==> src/bus_map_pkg.sv <==
package bus_map_pkg;

    // cpu memory bus word types
    typedef logic [31:0] cpu_addr_t;
    typedef logic [31:0] cpu_data_t;
    // one strobe bit per byte lane
    typedef logic [3:0]  cpu_wstrb_t;

    // 4 KB I/O window
    // only bits 31..12 take part in the compare
    localparam cpu_addr_t io_space_base = 32'h0000_1000;

    // SDRAM window
    // decoded on bits 31..29 only, so it is mirrored across 512 MB
    localparam cpu_addr_t sdram_space_base = 32'h4000_0000;

    // register offsets inside the I/O window
    // trace byte, goes out to the UART
    localparam logic [11:0] io_off_trace = 12'h000;
    // background colour for the video side, 24-bit rgb
    localparam logic [11:0] io_off_bg_color = 12'h004;

    // which target the current access was steered to
    // kept registered in the arbiter for the read mux
    typedef enum logic [1:0] {
        target_bootrom = 2'd0,
        target_io      = 2'd1,
        target_sdram   = 2'd2
    } mem_target_t;

endpackage

==> src/sdram_xfer_pkg.sv <==
package sdram_xfer_pkg;

    // one SDRAM data beat
    typedef logic [15:0] half_t;

    // halfword address on the controller port
    // cpu word address with the half select as bit 0
    typedef logic [23:0] sdram_addr_t;

    // two halves of a cpu word, high half in the upper bits
    typedef struct packed {
        half_t hi;
        half_t lo;
    } half_pair_t;

    // same 32 bits, seen as one word or as two halves
    typedef union packed {
        logic [31:0] word;
        half_pair_t  halves;
    } cpu_word_u;

    // strobe patterns the sequencer knows about
    // full word write, two transfers
    localparam logic [3:0] wstrb_full    = 4'b1111;
    // low halfword write, one transfer at bit 0 = 0
    localparam logic [3:0] wstrb_lo_half = 4'b0011;
    // high halfword write, one transfer at bit 0 = 1
    localparam logic [3:0] wstrb_hi_half = 4'b1100;

    // wait cycles after raising rd/wr
    // one to reach the controller, one for rdy to fall
    // rdy is not looked at before these have passed
    localparam logic [1:0] sdram_settle_cycles = 2'd2;

endpackage

==> src/mem_arbiter.sv <==
`timescale 1ns/1ps

module mem_arbiter (
    input  logic                    clk_sys,
    input  logic                    reset_n,
    input  logic                    cpu_valid_i,
    input  bus_map_pkg::cpu_addr_t  cpu_addr_i,
    input  bus_map_pkg::cpu_wstrb_t cpu_wstrb_i,
    input  bus_map_pkg::cpu_data_t  rom_data_i,
    input  bus_map_pkg::cpu_data_t  io_rdata_i,
    input  logic                    seq_done_i,
    input  bus_map_pkg::cpu_data_t  seq_rdata_i,
    output logic                    cpu_ready_o,
    output bus_map_pkg::cpu_data_t  cpu_rdata_o,
    output logic                    seq_start_o,
    output logic                    io_wr_o
);
    import bus_map_pkg::*;

    // three states only, keeps the io write decode shallow
    localparam logic [1:0] st_idle       = 2'd0;
    localparam logic [1:0] st_sdram_wait = 2'd1;
    localparam logic [1:0] st_finished   = 2'd2;

    logic [1:0]  state;
    mem_target_t target_q;
    logic        is_io_addr;
    logic        is_sdram_addr;

    // region decode, upper address bits only
    assign is_io_addr    = (cpu_addr_i[31:12] == io_space_base[31:12]);
    assign is_sdram_addr = (cpu_addr_i[31:29] == sdram_space_base[31:29]);

    // io write strobe
    // io_regs takes it on the same edge that raises ready
    assign io_wr_o = (state == st_idle) && cpu_valid_i && is_io_addr
                     && (cpu_wstrb_i != '0);

    always_ff @(posedge clk_sys) begin
        // both are single cycle pulses
        cpu_ready_o <= 1'b0;
        seq_start_o <= 1'b0;

        if (!reset_n) begin
            state    <= st_idle;
            target_q <= target_bootrom;
        end else begin
            case (state)
                st_idle: begin
                    if (cpu_valid_i) begin
                        if (is_io_addr) begin
                            // io answers right away
                            cpu_ready_o <= 1'b1;
                            target_q    <= target_io;
                            state       <= st_finished;
                        end else if (is_sdram_addr) begin
                            // hand over to the halfword sequencer
                            seq_start_o <= 1'b1;
                            target_q    <= target_sdram;
                            state       <= st_sdram_wait;
                        end else begin
                            // everything else is boot rom
                            // writes just get acknowledged
                            cpu_ready_o <= 1'b1;
                            target_q    <= target_bootrom;
                            state       <= st_finished;
                        end
                    end
                end

                st_sdram_wait: begin
                    // ready one cycle after the sequencer is done
                    if (seq_done_i) begin
                        cpu_ready_o <= 1'b1;
                        state       <= st_finished;
                    end
                end

                st_finished: begin
                    // master drops valid here
                    state <= st_idle;
                end

                default: begin
                    state <= st_idle;
                end
            endcase
        end
    end

    // read data follows the registered target
    always_comb begin
        case (target_q)
            target_io:    cpu_rdata_o = io_rdata_i;
            target_sdram: cpu_rdata_o = seq_rdata_i;
            default:      cpu_rdata_o = rom_data_i;
        endcase
    end

endmodule

==> src/sdram_halfword_seq.sv <==
`timescale 1ns/1ps

module sdram_halfword_seq (
    input  logic                        clk_sys,
    input  logic                        reset_n,
    input  logic                        seq_start_i,
    input  bus_map_pkg::cpu_addr_t      cpu_addr_i,
    input  bus_map_pkg::cpu_data_t      cpu_wdata_i,
    input  bus_map_pkg::cpu_wstrb_t     cpu_wstrb_i,
    input  sdram_xfer_pkg::half_t       sdram_rdata_i,
    input  logic                        sdram_rdy_i,
    output logic                        seq_done_o,
    output bus_map_pkg::cpu_data_t      seq_rdata_o,
    output logic                        sdram_rd_o,
    output logic                        sdram_wr_o,
    output sdram_xfer_pkg::sdram_addr_t sdram_addr_o,
    output sdram_xfer_pkg::half_t       sdram_wdata_o,
    output logic                        sdram_ack_o
);
    import sdram_xfer_pkg::*;

    localparam logic [2:0] st_idle     = 3'd0;
    // level up, settle count, then wait for rdy
    localparam logic [2:0] st_xfer     = 3'd1;
    // ack between the two halves of a word
    localparam logic [2:0] st_half_ack = 3'd2;
    localparam logic [2:0] st_finish   = 3'd3;
    localparam logic [2:0] st_tail     = 3'd4;

    logic [2:0] state;
    logic [1:0] settle_cnt;
    // access kind, latched on start
    logic       full_q;
    logic       read_q;

    logic       wr_full;
    logic       wr_lo;
    logic       wr_hi;
    logic       is_read;
    logic       xfer_ready;
    logic       first_half;

    cpu_word_u  wdata_u;
    cpu_word_u  rdata_u;

    // strobe classification
    assign wr_full = (cpu_wstrb_i == wstrb_full);
    assign wr_lo   = (cpu_wstrb_i == wstrb_lo_half);
    assign wr_hi   = (cpu_wstrb_i == wstrb_hi_half);
    // odd strobe patterns fall back to a full word read
    assign is_read = !(wr_full || wr_lo || wr_hi);

    // settle time over and controller says ready
    assign xfer_ready = (settle_cnt == sdram_settle_cycles) && sdram_rdy_i;
    // low half of a two-transfer access still running
    assign first_half = full_q && !sdram_addr_o[0];

    // cpu holds wdata until ready, no copy needed
    assign wdata_u     = cpu_wdata_i;
    assign seq_rdata_o = rdata_u.word;

    always_ff @(posedge clk_sys) begin
        seq_done_o  <= 1'b0;
        sdram_ack_o <= 1'b0;

        if (!reset_n) begin
            state      <= st_idle;
            settle_cnt <= '0;
            full_q     <= 1'b0;
            read_q     <= 1'b0;
            sdram_rd_o <= 1'b0;
            sdram_wr_o <= 1'b0;
        end else begin
            case (state)
                st_idle: begin
                    settle_cnt <= '0;
                    if (seq_start_i) begin
                        full_q     <= is_read || wr_full;
                        read_q     <= is_read;
                        sdram_rd_o <= is_read;
                        sdram_wr_o <= !is_read;
                        state      <= st_xfer;
                    end
                end

                st_xfer: begin
                    if (settle_cnt != sdram_settle_cycles) begin
                        settle_cnt <= settle_cnt + 2'd1;
                    end else if (sdram_rdy_i) begin
                        // transfer done, drop the level
                        sdram_rd_o <= 1'b0;
                        sdram_wr_o <= 1'b0;
                        if (first_half) begin
                            sdram_ack_o <= 1'b1;
                            state       <= st_half_ack;
                        end else begin
                            state <= st_finish;
                        end
                    end
                end

                st_half_ack: begin
                    // high half goes out after the ack
                    settle_cnt <= '0;
                    sdram_rd_o <= read_q;
                    sdram_wr_o <= !read_q;
                    state      <= st_xfer;
                end

                st_finish: begin
                    seq_done_o <= 1'b1;
                    state      <= st_tail;
                end

                st_tail: begin
                    // trailing ack, controller sees the access closed
                    sdram_ack_o <= 1'b1;
                    state       <= st_idle;
                end

                default: begin
                    state <= st_idle;
                end
            endcase
        end
    end

    // address, write half and read assembly
    always_ff @(posedge clk_sys) begin
        if (state == st_idle && seq_start_i) begin
            // only a lone high half write starts at bit 0 = 1
            sdram_addr_o  <= {cpu_addr_i[24:2], wr_hi};
            sdram_wdata_o <= wr_hi ? wdata_u.halves.hi : wdata_u.halves.lo;
        end else if (state == st_half_ack) begin
            sdram_addr_o[0] <= 1'b1;
            sdram_wdata_o   <= wdata_u.halves.hi;
        end

        if (state == st_xfer && xfer_ready && read_q) begin
            if (sdram_addr_o[0]) begin
                rdata_u.halves.hi <= sdram_rdata_i;
            end else begin
                rdata_u.halves.lo <= sdram_rdata_i;
            end
        end
    end

endmodule

==> src/io_regs.sv <==
`timescale 1ns/1ps

module io_regs (
    input  logic                   clk_sys,
    input  logic                   reset_n,
    input  logic                   io_wr_i,
    input  logic [11:0]            io_offset_i,
    input  bus_map_pkg::cpu_data_t io_wdata_i,
    input  logic                   uart_busy_i,
    output bus_map_pkg::cpu_data_t io_rdata_o,
    output logic                   uart_wr_strobe_o,
    output logic [7:0]             uart_data_o,
    output logic [7:0]             led_o,
    output logic [23:0]            bg_color_o
);
    import bus_map_pkg::*;

    logic trace_wr;

    assign trace_wr = io_wr_i && (io_offset_i == io_off_trace);

    always_ff @(posedge clk_sys) begin
        // one cycle strobe to the uart
        uart_wr_strobe_o <= 1'b0;

        if (!reset_n) begin
            bg_color_o <= '0;
        end else begin
            if (trace_wr) begin
                uart_wr_strobe_o <= 1'b1;
            end
            // zero write keeps the old colour
            if (io_wr_i && io_offset_i == io_off_bg_color && io_wdata_i != '0) begin
                bg_color_o <= io_wdata_i[23:0];
            end
        end
    end

    // trace byte, held until the next trace write
    always_ff @(posedge clk_sys) begin
        if (trace_wr) begin
            uart_data_o <= io_wdata_i[7:0];
        end
    end

    // leds show the last traced byte
    assign led_o = uart_data_o;

    // status word, busy flag in bit 0
    assign io_rdata_o = {31'd0, uart_busy_i};

endmodule

==> src/mem_bridge_top.sv <==
`timescale 1ns/1ps

module mem_bridge_top (
    input  logic                        clk_sys,
    input  logic                        reset_n,
    input  logic                        cpu_valid_i,
    input  bus_map_pkg::cpu_addr_t      cpu_addr_i,
    input  bus_map_pkg::cpu_data_t      cpu_wdata_i,
    input  bus_map_pkg::cpu_wstrb_t     cpu_wstrb_i,
    input  bus_map_pkg::cpu_data_t      rom_data_i,
    input  logic                        uart_busy_i,
    input  sdram_xfer_pkg::half_t       sdram_rdata_i,
    input  logic                        sdram_rdy_i,
    output logic                        cpu_ready_o,
    output bus_map_pkg::cpu_data_t      cpu_rdata_o,
    output logic                        uart_wr_strobe_o,
    output logic [7:0]                  uart_data_o,
    output logic [7:0]                  led_o,
    output logic [23:0]                 bg_color_o,
    output logic                        sdram_rd_o,
    output logic                        sdram_wr_o,
    output sdram_xfer_pkg::sdram_addr_t sdram_addr_o,
    output sdram_xfer_pkg::half_t       sdram_wdata_o,
    output logic                        sdram_ack_o
);
    import bus_map_pkg::*;

    // arbiter to targets
    logic      io_wr;
    cpu_data_t io_rdata;
    logic      seq_start;
    logic      seq_done;
    cpu_data_t seq_rdata;

    mem_arbiter arb0 (
        .clk_sys     (clk_sys),
        .reset_n     (reset_n),
        .cpu_valid_i (cpu_valid_i),
        .cpu_addr_i  (cpu_addr_i),
        .cpu_wstrb_i (cpu_wstrb_i),
        .rom_data_i  (rom_data_i),
        .io_rdata_i  (io_rdata),
        .seq_done_i  (seq_done),
        .seq_rdata_i (seq_rdata),
        .cpu_ready_o (cpu_ready_o),
        .cpu_rdata_o (cpu_rdata_o),
        .seq_start_o (seq_start),
        .io_wr_o     (io_wr)
    );

    // sequencer sees the cpu bus directly, master holds it steady
    sdram_halfword_seq seq0 (
        .clk_sys       (clk_sys),
        .reset_n       (reset_n),
        .seq_start_i   (seq_start),
        .cpu_addr_i    (cpu_addr_i),
        .cpu_wdata_i   (cpu_wdata_i),
        .cpu_wstrb_i   (cpu_wstrb_i),
        .sdram_rdata_i (sdram_rdata_i),
        .sdram_rdy_i   (sdram_rdy_i),
        .seq_done_o    (seq_done),
        .seq_rdata_o   (seq_rdata),
        .sdram_rd_o    (sdram_rd_o),
        .sdram_wr_o    (sdram_wr_o),
        .sdram_addr_o  (sdram_addr_o),
        .sdram_wdata_o (sdram_wdata_o),
        .sdram_ack_o   (sdram_ack_o)
    );

    // register offset is the low 12 address bits
    io_regs io0 (
        .clk_sys          (clk_sys),
        .reset_n          (reset_n),
        .io_wr_i          (io_wr),
        .io_offset_i      (cpu_addr_i[11:0]),
        .io_wdata_i       (cpu_wdata_i),
        .uart_busy_i      (uart_busy_i),
        .io_rdata_o       (io_rdata),
        .uart_wr_strobe_o (uart_wr_strobe_o),
        .uart_data_o      (uart_data_o),
        .led_o            (led_o),
        .bg_color_o       (bg_color_o)
    );

endmodule

==> config.mk <==
export PLATFORM = sky130hd
export DESIGN_NAME = mem_bridge_top
export DESIGN_NICKNAME = d
export VERILOG_FILES = /design/src/bus_map_pkg.sv /design/src/sdram_xfer_pkg.sv /design/src/mem_arbiter.sv /design/src/sdram_halfword_seq.sv /design/src/io_regs.sv /design/src/mem_bridge_top.sv
export SDC_FILE = /design/constraint.sdc
export NUM_CORES = 1
export LEC_CHECK = 0
export BUFFER_PORTS_ARGS = -buffer_cell sky130_fd_sc_hd__buf_4
export CAP_MARGIN = 20
export CORE_MARGIN = 5
export CORE_UTILIZATION = 25
export CTS_BUF_LIST = sky130_fd_sc_hd__clkbuf_4 sky130_fd_sc_hd__clkbuf_8
export DETAILED_ROUTE_END_ITERATION = 10
export GPL_TIMING_DRIVEN = 0
export PLACE_DENSITY_LB_ADDON = 0.05
export SETUP_SLACK_MARGIN = 0.15
export SLEW_MARGIN = 0
export SYNTH_ARGS = -nofsm -noshare
export SYNTH_HDL_FRONTEND = slang
export SYNTH_HIERARCHICAL = 1
export SYNTH_SLANG_ARGS = --single-unit
==> constraint.sdc <==
create_clock -name clk_sys -period 3.6 [get_ports clk_sys]
set_input_delay 0.72 -clock clk_sys [delete_from_list [all_inputs] [get_ports clk_sys]]
set_output_delay 0.72 -clock clk_sys [all_outputs]
set_load 0.005 [all_outputs]
# Yosys cells after proc, flatten, opt, wreduce, memory -nomap -nowiden
# Index checks and enable logic that the tools add are counted.
[classes]
n_addsub = 1
n_mul = 0
n_div = 0
order_cmp = 0
n_eq_ne = 21
n_shift = 0
n_mux = 38
n_bitwise = 4
reduce_logical = 35
[op_table]
columns = ["cell", "count"]
rows = [
  ["$pmux 32 s2", 1],
  ["$mux 16", 3],
  ["$reduce_bool 32->1", 1],
  ["$eq 20x1->1 const B", 1],
  ["$mux 1", 17],
  ["$mux 2", 7],
  ["$eq 12x3->1 const B", 1],
  ["$logic_not 12->1", 1],
  ["$pmux 3 s4", 1],
  ["$reduce_and 2->1", 6],
  ["$logic_and 1x1->1", 11],
  ["$ne 2x2->1 const B", 5],
  ["$eq 3x2->1 const B", 3],
  ["$mux 3", 3],
  ["$eq 4x4->1 const B", 2],
  ["$pmux 2 s2", 2],
  ["$pmux 1 s3", 2],
  ["$eq 2x1->1 const B", 2],
  ["$eq 2x2->1 const B", 2],
  ["$eq 4x2->1 const B", 1],
  ["$ne 2x1->1 const B", 2],
  ["$not 1->1", 4],
  ["$pmux 1 s2", 2],
  ["$reduce_and 4->1", 1],
  ["13 further kinds", 18],
]
[totals]
register_bits = 122
latchBits = 0
ramBits = 0
romBits = 0
in_bits = 121
out_inout_bits = 117
elab_cells = 119
memories = 0

# Longest topological paths before layout
# Gate-level depths: netlist of run 1.
[depth]
word_depth = 6
ltp_mapped = 8
ltp_nobuf = 7

# Modules after synthesis
# The synthesis of run 1 kept the hierarchy.
[modules_own_cells]
columns = ["module", "n_inst", "cells_per_inst", "area_each_um2", "seq_area_each_um2"]
rows = [
  ["sdram_halfword_seq", 1, 157, 3020.4, 2382.3],
  ["io_regs", 1, 171, 1701.6, 740.7],
  ["mem_arbiter", 1, 151, 929.6, 120.1],
]

# Least setup slack after synthesis of run 1
# Ideal clock, no wire load.
[synth_path]
kind = "input -> register"
start = "in sdram_rdy_i"
end = "reg seq0.rdata_u, in the netlist seq0/seq_rdata_o[0], enable pin"
setup_ns = 0.430
arrival_ns = 2.488
t_required_ns = 3.170
setup_slack_ns = 0.682
stages = 2
n_path_buf = 0
cell_sequence = "nand3_1 nor4_1"
[synth_via]
elab_chain_len = 4
[synth_rtl]
columns = ["element", "line", "rtl"]
rows = [
  ["start, declared", "mem_bridge_top.sv:13", "input logic sdram_rdy_i,"],
  ["$logic_and 1x1->1", "sdram_halfword_seq.sv:54", "assign xfer_ready = (settle_cnt == sdram_settle_cycles) && sdram_rdy_i;"],
  ["$logic_and 1x1->1 (2 in series)", "sdram_halfword_seq.sv:139", "if (state == st_xfer && xfer_ready && read_q) begin"],
  ["$reduce_and 2->1 (no source line)", "-", ""],
  ["end, declared", "sdram_halfword_seq.sv:44", "cpu_word_u rdata_u;"],
]
# No other way between the ends.
# A chain may end at the register's enable or synchronous reset.

# Final worst setup path of run 1
[layout_path]
start = "reg arb0.target_q[0]"
end = "out cpu_rdata_o[21]"
[layout_via]
elab_chain_len = 2
word_cells_on_any_way = 3
classes_between = "eq/ne (2); mux (1)"
[layout_rtl]
columns = ["element", "line", "rtl"]
rows = [
  ["start, declared", "mem_arbiter.sv:26", "mem_target_t target_q;"],
  ["start signal, assigned", "mem_arbiter.sv:46", "target_q <= target_bootrom;"],
  ["start signal, assigned", "mem_arbiter.sv:54", "target_q <= target_io;"],
  ["start signal, assigned", "mem_arbiter.sv:59", "target_q <= target_sdram;"],
  ["$eq 2x2->1 or $eq 2x1->1 (tied branches)", "mem_arbiter.sv:93", "case (target_q)"],
  ["$pmux 32 s2 (*)", "mem_arbiter.sv:93", ""],
  ["end, declared", "mem_bridge_top.sv:15", "output bus_map_pkg::cpu_data_t cpu_rdata_o,"],
]
# Every way passes the cells marked *; elsewhere a longest branch is shown, timed or not.

==> impl_table.tex, run 1 <==
\begin{tabular}{lr}
\hline
Metric & Value \\
\hline
\multicolumn{2}{l}{\textbf{STA}} \\
Period Utilization, post-route & about four fifths \\
RSZ-0062 raised after global routing & false \\
Count of endpoints failing setup in the final report & 0 \\
Final hold vios & 0 \\
Total count of max-transition violations in the final report & 0 \\
Minimum hold slack & about 0.46 ns \\
Worst Max-Slew Pin Slew & between 0.9 and 1 ns \\
Max-Slew Margin vs Limit & approximately 37\% \\
Worst setup skew after layout & 0.01319 ns \\
Final critical-path required period & between 2 and 3 ns \\
Top achievable clock speed & between 300 and 400 MHz \\
Final-layout setup total negative slack & 0 ns \\
\multicolumn{2}{l}{\textbf{Critical path}} \\
Peak per-stage delay on the critical path & between 0.4 and 0.5 ns \\
Cell breakdown of the critical path & inv\_1 -> ha\_1 -> buf\_2 -> clkbuf\_1 -> nand2\_1 -> o21ai\_0 -> buf\_4 \\
Req. time, crit path & approximately 2.9 ns \\
Destination of the worst register-to-register timing path & io0/led\_o[2]\$\_DFFE\_PP\_ \\
Flop2flop setup slack & between 1 and 1.5 ns \\
Slowest cell on crit path & sky130\_fd\_sc\_hd\_\_clkbuf\_1 \\
Worst Path Max Fanout & 10 \\
Arrival @ worst endpoint & 2.09 ns \\
Reg-to-reg critical path startpoint & arb0/state[0]\$\_SDFFE\_PN0P\_ \\
Startpoint type of the worst setup path & flip-flop \\
Crit path kind & reg2out \\
Worst Setup End Kind & primary output \\
Depth of the worst register-to-register path & 6 \\
\multicolumn{2}{l}{\textbf{Routing}} \\
Routed len/inst & 16.19 um \\
Number of vias after detailed routing & between 4000 and 5000 \\
Initial DRC count & roughly 150 \\
Number of iterations in the first detailed-routing pass & 4 \\
Via density & $\sim$4.3 \\
Remaining routing DRC violations & 0 \\
Total Routed Length & 17.34 mm \\
Routed Antenna Nets & 0 \\
\multicolumn{2}{l}{\textbf{Job}} \\
Max-cap violations & 0 \\
\multicolumn{2}{l}{\textbf{Power}} \\
Clock share of power & roughly 43\% \\
Worst IR Drop VDD & 0.2502 mV \\
Leakage power & $\sim$3.5 nW \\
Int Pwr & 2.464 mW \\
Sw frac & 21.68\% \\
Power per cell area & around 370 mW/mm2 \\
Switching Power & roughly 0.68 mW \\
Sequential group share of total power & 47.7\% \\
Combinational cell fraction of total power & between 9 and 10\% \\
\multicolumn{2}{l}{\textbf{Global routing}} \\
Largest net degree at the start of global routing & 19 \\
Antenna violations before repair & 0 \\
Grt ovf & 0 \\
Wire length of the first global-routing pass & about 27 mm \\
Vias in the first global route & 5064 \\
Overall routing resource usage & between 10\% and 20\% \\
\multicolumn{2}{l}{\textbf{Final layout}} \\
Final Core Density & between 30\% and 40\% \\
Leading cell type in the layout, fill and taps excluded & sky130\_fd\_sc\_hd\_\_buf\_4 \\
Top library cells by usage in the layout, fill and taps aside & sky130\_fd\_sc\_hd\_\_buf\_4 (281), sky130\_fd\_sc\_hd\_\_nand2\_1 (84), sky130\_fd\_sc\_hd\_\_edfxtp\_1 (80), sky130\_fd\_sc\_hd\_\_dfxtp\_1 (42), sky130\_fd\_sc\_hd\_\_a22oi\_1 (32) \\
Area growth from synthesis to layout & 49.26\% \\
Antenna diode instance count & 0 \\
Fraction of layout cells with a size suffix above 1 & 44.91\% \\
Number of nets in the final layout & roughly 900 \\
\multicolumn{2}{l}{\textbf{Clock tree}} \\
Buffers inserted during post-CTS setup optimization & 0 \\
Clock slew seen by the registers of the worst setup and hold paths & about 0.070 ns \\
Maximum level of the CTS H-tree & 4 \\
Clock Path Buffers & 2 \\
Clock Latency Late Sink & around 0.43 ns \\
Root Buffer Master & sky130\_fd\_sc\_hd\_\_clkbuf\_8 \\
Number of hold buffers added after cts & 0 \\
Clock tree from TritonCTS & built \\
Post-CTS sizing & 0 \\
CTS buffer count & 17 \\
Clock sink total & roughly 120 \\
\multicolumn{2}{l}{\textbf{Yosys}} \\
Syn avg cell area & 11.80 um2 \\
Yosys warning total & 6 \\
Number of enable flip-flop cells after synthesis & 80 \\
Total standard cell area after synthesis & approximately 0.0057 mm2 \\
Number of cells produced by synthesis & 479 \\
Predominant post-synthesis flop cell & sky130\_fd\_sc\_hd\_\_edfxtp\_1 \\
Seq/Total Area, Yosys & between 50\% and 60\% \\
Cell taking the most area after synthesis & sky130\_fd\_sc\_hd\_\_edfxtp\_1 \\
Dominant cells by area after synthesis & sky130\_fd\_sc\_hd\_\_edfxtp\_1 (43\%), sky130\_fd\_sc\_hd\_\_dfxtp\_1 (15\%), sky130\_fd\_sc\_hd\_\_nand2\_1 (5.6\%), sky130\_fd\_sc\_hd\_\_buf\_4 (5.3\%), sky130\_fd\_sc\_hd\_\_mux2i\_1 (4.3\%) \\
Fraction of post-synthesis cell area in the top cell type by area & between 40 and 50\% \\
Share of synthesized flip-flops with an asynchronous set or reset & 0\% \\
Cell variety after synth & 55 \\
Synthesis-stage register bit count & around 120 \\
\multicolumn{2}{l}{\textbf{Place}} \\
HPWL after DPL & approximately 14 mm \\
Port Buffer Count & roughly 240 \\
Gpl congestion & about 0.80 \\
\multicolumn{2}{l}{\textbf{Worst hold path}} \\
Cell count of the worst hold path & 2 \\
Type of the most critical hold path & reg2reg \\
Hold EP & io0/bg\_color\_o[23]\$\_SDFFE\_PN0P\_ \\
Hold\_sp & io0/bg\_color\_o[23]\$\_SDFFE\_PN0P\_ \\
\multicolumn{2}{l}{\textbf{Floorplan}} \\
Overall die area & between 0.02 and 0.03 mm2 \\
Std-Cell Rows & 55 \\
Number of placed I/O pins & about 240 \\
Die span in x & 160.4 um \\
Y dimension of the die & roughly 160 um \\
Effective utilization at floorplan & about a quarter \\
Floorplan Core Area & 0.02243 mm2 \\
\multicolumn{2}{l}{\textbf{Run status}} \\
Status & finished clean \\
\hline
\end{tabular}
sequential cells by signal, indices dropped and copies added (netlist names), 2 cells and up:
| register | cells |
|---|---|
| seq0/sdram_addr_o | 24 |
| arb0/state | 2 |
| io0/led_o | 8 |
| seq0/sdram_wdata_o | 16 |
| seq0/state | 3 |
| arb0/target_q | 2 |
| io0/bg_color_o | 24 |
| seq0/seq_rdata_o | 32 |
| seq0/settle_cnt | 2 |
routing by layer:
layer,wire [um],track usage [%]
met3,1486,5.851
met4,178,3.989
met2,8636,22.97
met1,7038,15.35
met5,0,0
synth_stat cells (4+ instances only):
master                     number
sky130_fd_sc_hd__nor4b_1        4
sky130_fd_sc_hd__buf_2          4
sky130_fd_sc_hd__edfxtp_1      80
sky130_fd_sc_hd__o21ai_0       31
sky130_fd_sc_hd__mux2_4         9
sky130_fd_sc_hd__inv_1          7
sky130_fd_sc_hd__dfxtp_1       42
sky130_fd_sc_hd__a22oi_1       32
sky130_fd_sc_hd__buf_4         40
sky130_fd_sc_hd__nand3_1        5
sky130_fd_sc_hd__ha_1           4
sky130_fd_sc_hd__nand2b_1       5
sky130_fd_sc_hd__nor4_1        17
sky130_fd_sc_hd__mux2i_1       24
sky130_fd_sc_hd__nand2_1       84
sky130_fd_sc_hd__nor3_1         5
sky130_fd_sc_hd__mux2_2         7
sky130_fd_sc_hd__clkbuf_1      15
sky130_fd_sc_hd__nor2_1         7
sky130_fd_sc_hd__o21ai_1        4
power by group through the flow:
stage / Sequential [mW] / Clock, mW / Combinational (mW)
finish: 1.50 / 1.34 / 0.308
global route: 1.50 / 1.46 / 0.339
CTS: 1.50 / 1.40 / 0.311
detailed placement: 1.53 / 0 / 0.311
global placement: 1.53 / 0 / 0.306
floorplan: 1.53 / 0 / 0.112
cell families (layout without fill, tap and decap cells):
| group | Yosys count | count (layout) | share of synthesized area, % |
|---|---|---|---|
| AO/OA/AOI/OAI | 88 | 88 | 10.36 |
| XOR/XNOR | 3 | 3 | 0.4650 |
| adder cells (fa/ha/maj) | 4 | 4 | 0.8856 |
| buffers and inverters | 71 | 348 | 8.302 |
| flip-flops | 122 | 122 | 57.38 |
| multiplexers | 40 | 40 | 8.036 |
| other | 1 | 31 | 0.06635 |
| AND/OR/NAND/NOR | 150 | 150 | 14.50 |
critical path: cells and delay by family, from the launching register on:
kind	cells	cell delay [ns]
AOI/OAI and AO/OA	1	0.12
and+or+nand+nor	1	0.10
DFF	1	0.36
adders and majority gates	1	0.27
buffers and inverters	4	0.81
stage by stage:
step / power, mW / area (um2) / cells / setup WS (ns)
2_1_floorplan: 1.645 / 5764 / 509 / 0.6820
3_3_place_gp: 1.839 / 7893 / 1030 / -1.143
3_5_place_dp: 1.843 / 8000 / 1039 / 0.3291
4_1_cts: 3.210 / 8436 / 1071 / 0.7083
5_1_grt: 3.299 / 8436 / 1071 / 0.5340
6_report: 3.145 / 8436 / 1071 / 0.7918
how the worst max path moves through the flow:
stage                                        startpoint                        endpoint  slack, ns  depth (start not counted)
after global routing      arb0/target_q[0]$_SDFFE_PN0P_                 cpu_rdata_o[22]       0.53                          7
final                     arb0/target_q[0]$_SDFFE_PN0P_                 cpu_rdata_o[21]       0.79                          7
after detailed placement                 cpu_addr_i[13]          io0/led_o[2]$_DFFE_PP_       0.33                          7
after global placement                      sdram_rdy_i  seq0/seq_rdata_o[31]$_DFFE_PP_      -1.14                          3
after floorplan                             sdram_rdy_i   seq0/seq_rdata_o[0]$_DFFE_PP_       0.68                          2
after CTS                 arb0/target_q[0]$_SDFFE_PN0P_                 cpu_rdata_o[21]       0.71                          7
final cells by class:
type | count | area [um2]
inverters | 7 | 26.28
flip-flops and latches | 122 | 3243
fillers | 2255 | 14000
well taps | 285 | 356.6
multi-input cells | 316 | 2069
repair buffers | 245 | 1862
clock buffers | 20 | 262.8
clock inverters | 12 | 172.7
plain buffers | 64 | 442.9
Power figures use the tool's default switching activity.
==> run 2, diff against run 1 <==
--- a/config.mk
+++ b/config.mk
@@ -5,6 +5,7 @@
 export SDC_FILE = /design/constraint.sdc
 export NUM_CORES = 1
 export LEC_CHECK = 0
+export ABC_AREA = 1
 export BUFFER_PORTS_ARGS = -buffer_cell sky130_fd_sc_hd__buf_4
 export CAP_MARGIN = 20
 export CORE_MARGIN = 5
==> constraint.sdc (replaced) <==
create_clock -name clk_sys -period 2.5 [get_ports clk_sys]
set_input_delay 0.5 -clock clk_sys [delete_from_list [all_inputs] [get_ports clk_sys]]
set_output_delay 0.5 -clock clk_sys [all_outputs]
set_load 0.005 [all_outputs]
==> impl_table.tex, run 2 <==
\begin{tabular}{lr}
\hline
Metric & Value \\
\hline
\multicolumn{2}{l}{\textbf{Run status}} \\
Status & finished clean \\
\multicolumn{2}{l}{\textbf{Floorplan}} \\
Std-Cell Rows & 58 \\
Y dimension of the die & $\sim$170 um \\
Overall die area & approximately 0.028 mm2 \\
Die span in x & about 170 um \\
Number of placed I/O pins & approximately 240 \\
Effective utilization at floorplan & approximately a quarter \\
Floorplan Core Area & between 0.02 and 0.025 mm2 \\
\multicolumn{2}{l}{\textbf{STA}} \\
Worst setup skew after layout & 0.01286 ns \\
RSZ-0062 raised after global routing & true \\
Final critical-path required period & $\sim$2.3 ns \\
Period Utilization, post-route & about nine tenths \\
Count of endpoints failing setup in the final report & 0 \\
Total count of max-transition violations in the final report & 0 \\
Max-Slew Margin vs Limit & about half \\
Top achievable clock speed & $\sim$440 MHz \\
Final hold vios & 0 \\
Worst Max-Slew Pin Slew & roughly 0.73 ns \\
\multicolumn{2}{l}{\textbf{Global routing}} \\
Wire length of the first global-routing pass & 27.99 mm \\
Overall routing resource usage & 12.59\% \\
Largest net degree at the start of global routing & 26 \\
Grt ovf & 0 \\
Vias in the first global route & around 5200 \\
Antenna violations before repair & 0 \\
\multicolumn{2}{l}{\textbf{Final layout}} \\
Antenna diode instance count & 0 \\
Finished Cell Area & just over 0.009 mm2 \\
Finished Layout Cells & 1309 \\
Number of nets in the final layout & between 1000 and 1500 \\
Leading cell type in the layout, fill and taps excluded & sky130\_fd\_sc\_hd\_\_buf\_4 \\
Fraction of layout cells with a size suffix above 1 & between 40\% and 50\% \\
Top library cells by usage in the layout, fill and taps aside & sky130\_fd\_sc\_hd\_\_buf\_4 (278), sky130\_fd\_sc\_hd\_\_nand2\_1 (131), sky130\_fd\_sc\_hd\_\_nor2\_1 (103), sky130\_fd\_sc\_hd\_\_edfxtp\_1 (80), sky130\_fd\_sc\_hd\_\_a21oi\_2 (60) \\
Area growth from synthesis to layout & 48.59\% \\
Final Core Density & 37.35\% \\
Max reg flops & 32 \\
\multicolumn{2}{l}{\textbf{Yosys}} \\
Fraction of post-synthesis cell area in the top cell type by area & about two fifths \\
Number of enable flip-flop cells after synthesis & 80 \\
Top-count cell post-synth & sky130\_fd\_sc\_hd\_\_nor2\_1 \\
Dominant cells by area after synthesis & sky130\_fd\_sc\_hd\_\_edfxtp\_1 (38\%), sky130\_fd\_sc\_hd\_\_dfxtp\_1 (13\%), sky130\_fd\_sc\_hd\_\_a21oi\_2 (8.5\%), sky130\_fd\_sc\_hd\_\_nor2\_1 (8.2\%), sky130\_fd\_sc\_hd\_\_nand2\_1 (7.9\%) \\
Commonest cells in the synthesized netlist & sky130\_fd\_sc\_hd\_\_nor2\_1 (136), sky130\_fd\_sc\_hd\_\_nand2\_1 (131), sky130\_fd\_sc\_hd\_\_edfxtp\_1 (80) \\
Seq/Total Area, Yosys & 51.83\% \\
Cell taking the most area after synthesis & sky130\_fd\_sc\_hd\_\_edfxtp\_1 \\
Total standard cell area after synthesis & approximately 0.0063 mm2 \\
Predominant post-synthesis flop cell & sky130\_fd\_sc\_hd\_\_edfxtp\_1 \\
Syn avg cell area & between 9 and 10 um2 \\
Share of synthesized flip-flops with an asynchronous set or reset & 0\% \\
Synthesis-stage register bit count & around 120 \\
Cell variety after synth & 42 \\
Number of cells produced by synthesis & $\sim$680 \\
Yosys warning total & 6 \\
\multicolumn{2}{l}{\textbf{Place}} \\
Port Buffer Count & roughly 240 \\
Post-placement cell area & $\sim$0.0086 mm2 \\
Number of placed instances with taps included & 1274 \\
Gpl congestion & $\sim$0.73 \\
HPWL after DPL & about 14 mm \\
\multicolumn{2}{l}{\textbf{Power}} \\
Sw frac & approximately a quarter \\
Switching Power & roughly 1.2 mW \\
Post-layout total power & about 4.7 mW \\
Worst IR Drop VDD & about 0.25 mV \\
Int Pwr & 3.559 mW \\
Clock share of power & between 30\% and 40\% \\
Combinational cell fraction of total power & between 10 and 15\% \\
Leakage power & between 4 and 5 nW \\
Power per cell area & 510.3 mW/mm2 \\
Sequential group share of total power & approximately 46\% \\
\multicolumn{2}{l}{\textbf{Critical path}} \\
Cell breakdown of the critical path & inv\_2 -> ha\_4 -> buf\_8 -> clkinv\_8 -> clkbuf\_16 -> nor2\_4 -> a21oi\_2 -> buf\_4 \\
Arrival @ worst endpoint & around 1.8 ns \\
Slowest cell on crit path & sky130\_fd\_sc\_hd\_\_dfxtp\_2 \\
Peak per-stage delay on the critical path & 0.35 ns \\
Req. time, crit path & around 2 ns \\
Worst Setup End Kind & primary output \\
Crit path kind & reg2out \\
Startpoint type of the worst setup path & flip-flop \\
Worst Path Max Fanout & 8 \\
\multicolumn{2}{l}{\textbf{Clock tree}} \\
Buffers inserted during post-CTS setup optimization & 0 \\
Clock slew seen by the registers of the worst setup and hold paths & 0.09 ns \\
Clock Path Buffers & 2 \\
Clock Latency Late Sink & approximately 0.43 ns \\
Maximum level of the CTS H-tree & 4 \\
Clock sink total & 122 \\
Clock tree from TritonCTS & built \\
Root Buffer Master & sky130\_fd\_sc\_hd\_\_clkbuf\_8 \\
CTS buffer count & 17 \\
\multicolumn{2}{l}{\textbf{Worst hold path}} \\
Type of the most critical hold path & in2reg \\
\multicolumn{2}{l}{\textbf{Job}} \\
Max-cap violations & 0 \\
\multicolumn{2}{l}{\textbf{Routing}} \\
Remaining routing DRC violations & 0 \\
Number of vias after detailed routing & a little over 5000 \\
Via density & around 3.9 \\
Routed Antenna Nets & 0 \\
Initial DRC count & 200 \\
Number of iterations in the first detailed-routing pass & 4 \\
Routed len/inst & 13.80 um \\
Total Routed Length & approximately 18 mm \\
\hline
\end{tabular}
## run 2: cell count changes after synthesis, sizes merged, moves of 16 or more
| cell | delta |
|---|---|
| nand2 | +71 |
| o21ai | -33 |
| mux2 | -16 |
| nand3 | +30 |
| nor2 | +139 |
| a22oi | -32 |
| nor4 | -16 |
| inv | +46 |
| mux2i | -24 |
| a21oi | +68 |
## run 2: power by group through the flow
| stage | clock network, mW | registers (mW) | logic [mW] |
|---|---|---|---|
| 4_1_cts | 1.97 | 2.16 | 0.647 |
| 3_3_place_gp | 0 | 2.21 | 0.645 |
| 3_5_place_dp | 0 | 2.21 | 0.642 |
| 6_report | 1.88 | 2.16 | 0.704 |
| 5_1_grt | 2.06 | 2.16 | 0.775 |
| 2_1_floorplan | 0 | 2.21 | 0.300 |
## run 2: metrics by stage
| step | setup slack (ns) | TNS [ns] | hold slack, ns |
|---|---|---|---|
| 2_1_floorplan | 0.4616 | 0 | 0.4448 |
| 3_3_place_gp | -0.2809 | -7.699 | 0.4612 |
| 3_5_place_dp | -0.2519 | -2.010 | 0.4573 |
| 4_1_cts | 0.1453 | 0 | 0.2050 |
| 5_1_grt | 0.1137 | 0 | 0.1969 |
| 6_report | 0.2418 | 0 | 0.2521 |
## run 2: worst paths after layout
kind	start	end	slack [ns]	cells after the start
worst max-delay path	arb0/target_q[0]$_SDFFE_PN0P_	cpu_rdata_o[9]	0.24	8
worst max register to register	arb0/state[0]$_SDFFE_PN0P_	io0/led_o[6]$_DFFE_PP_	0.43	9
worst min register to register	seq0/full_q$_SDFFE_PN0P_	seq0/full_q$_SDFFE_PN0P_	0.47	2
worst min-delay path	cpu_addr_i[23]	seq0/sdram_addr_o[22]$_DFFE_PP_	0.25	1
## run 2: layout make-up
type	instances	area (um2)
Inverter	54	222.7
Clock buffer	19	249.0
Clock inverter	13	163.9
Tap cell	330	412.9
Timing Repair Buffer	241	1876
Buffer	64	541.8
Sequential cell	122	3244
Fill cell	2612	15590
Multi-Input combinational cell	466	2587
## run 2: logic make-up (layout without fill, tap and decap cells)
logic type	Yosys count	after routing	share of synthesized area (%)
simple gates	353	353	25.93
compound gates	77	77	9.938
buf+inv	118	391	11.30
other cells	1	31	0.05993
xor+xnor	1	1	0.1400
fa+ha+maj	4	4	0.7999
flops	122	122	51.83
## run 2: timing repair
action	4_1_cts	5_1_grt
setup endpoints to repair	38	30
pin swaps	0	2
gates resized for setup	6	60
gates cloned	0	3
hold buffers	0	0
## run 2: per-layer routing
layer / part of all wire (%) / track usage (%) / vias up
li1: - / - / 2703
met1: 43 / 15.38 / 2215
met2: 47 / 20.32 / 149
met3: 7.8 / 5.001 / 16
met4: 1.7 / 4.234 / 0
met5: 0 / 0 / -
## run 2: worst max-delay path: cells and delay by family (launching register included)
kind,cells,cell delay [ns]
AOI/OAI and AO/OA,1,0.03
adders and majority gates,1,0.26
buffers and inverters,5,0.58
DFF,1,0.35
and+or+nand+nor,1,0.10
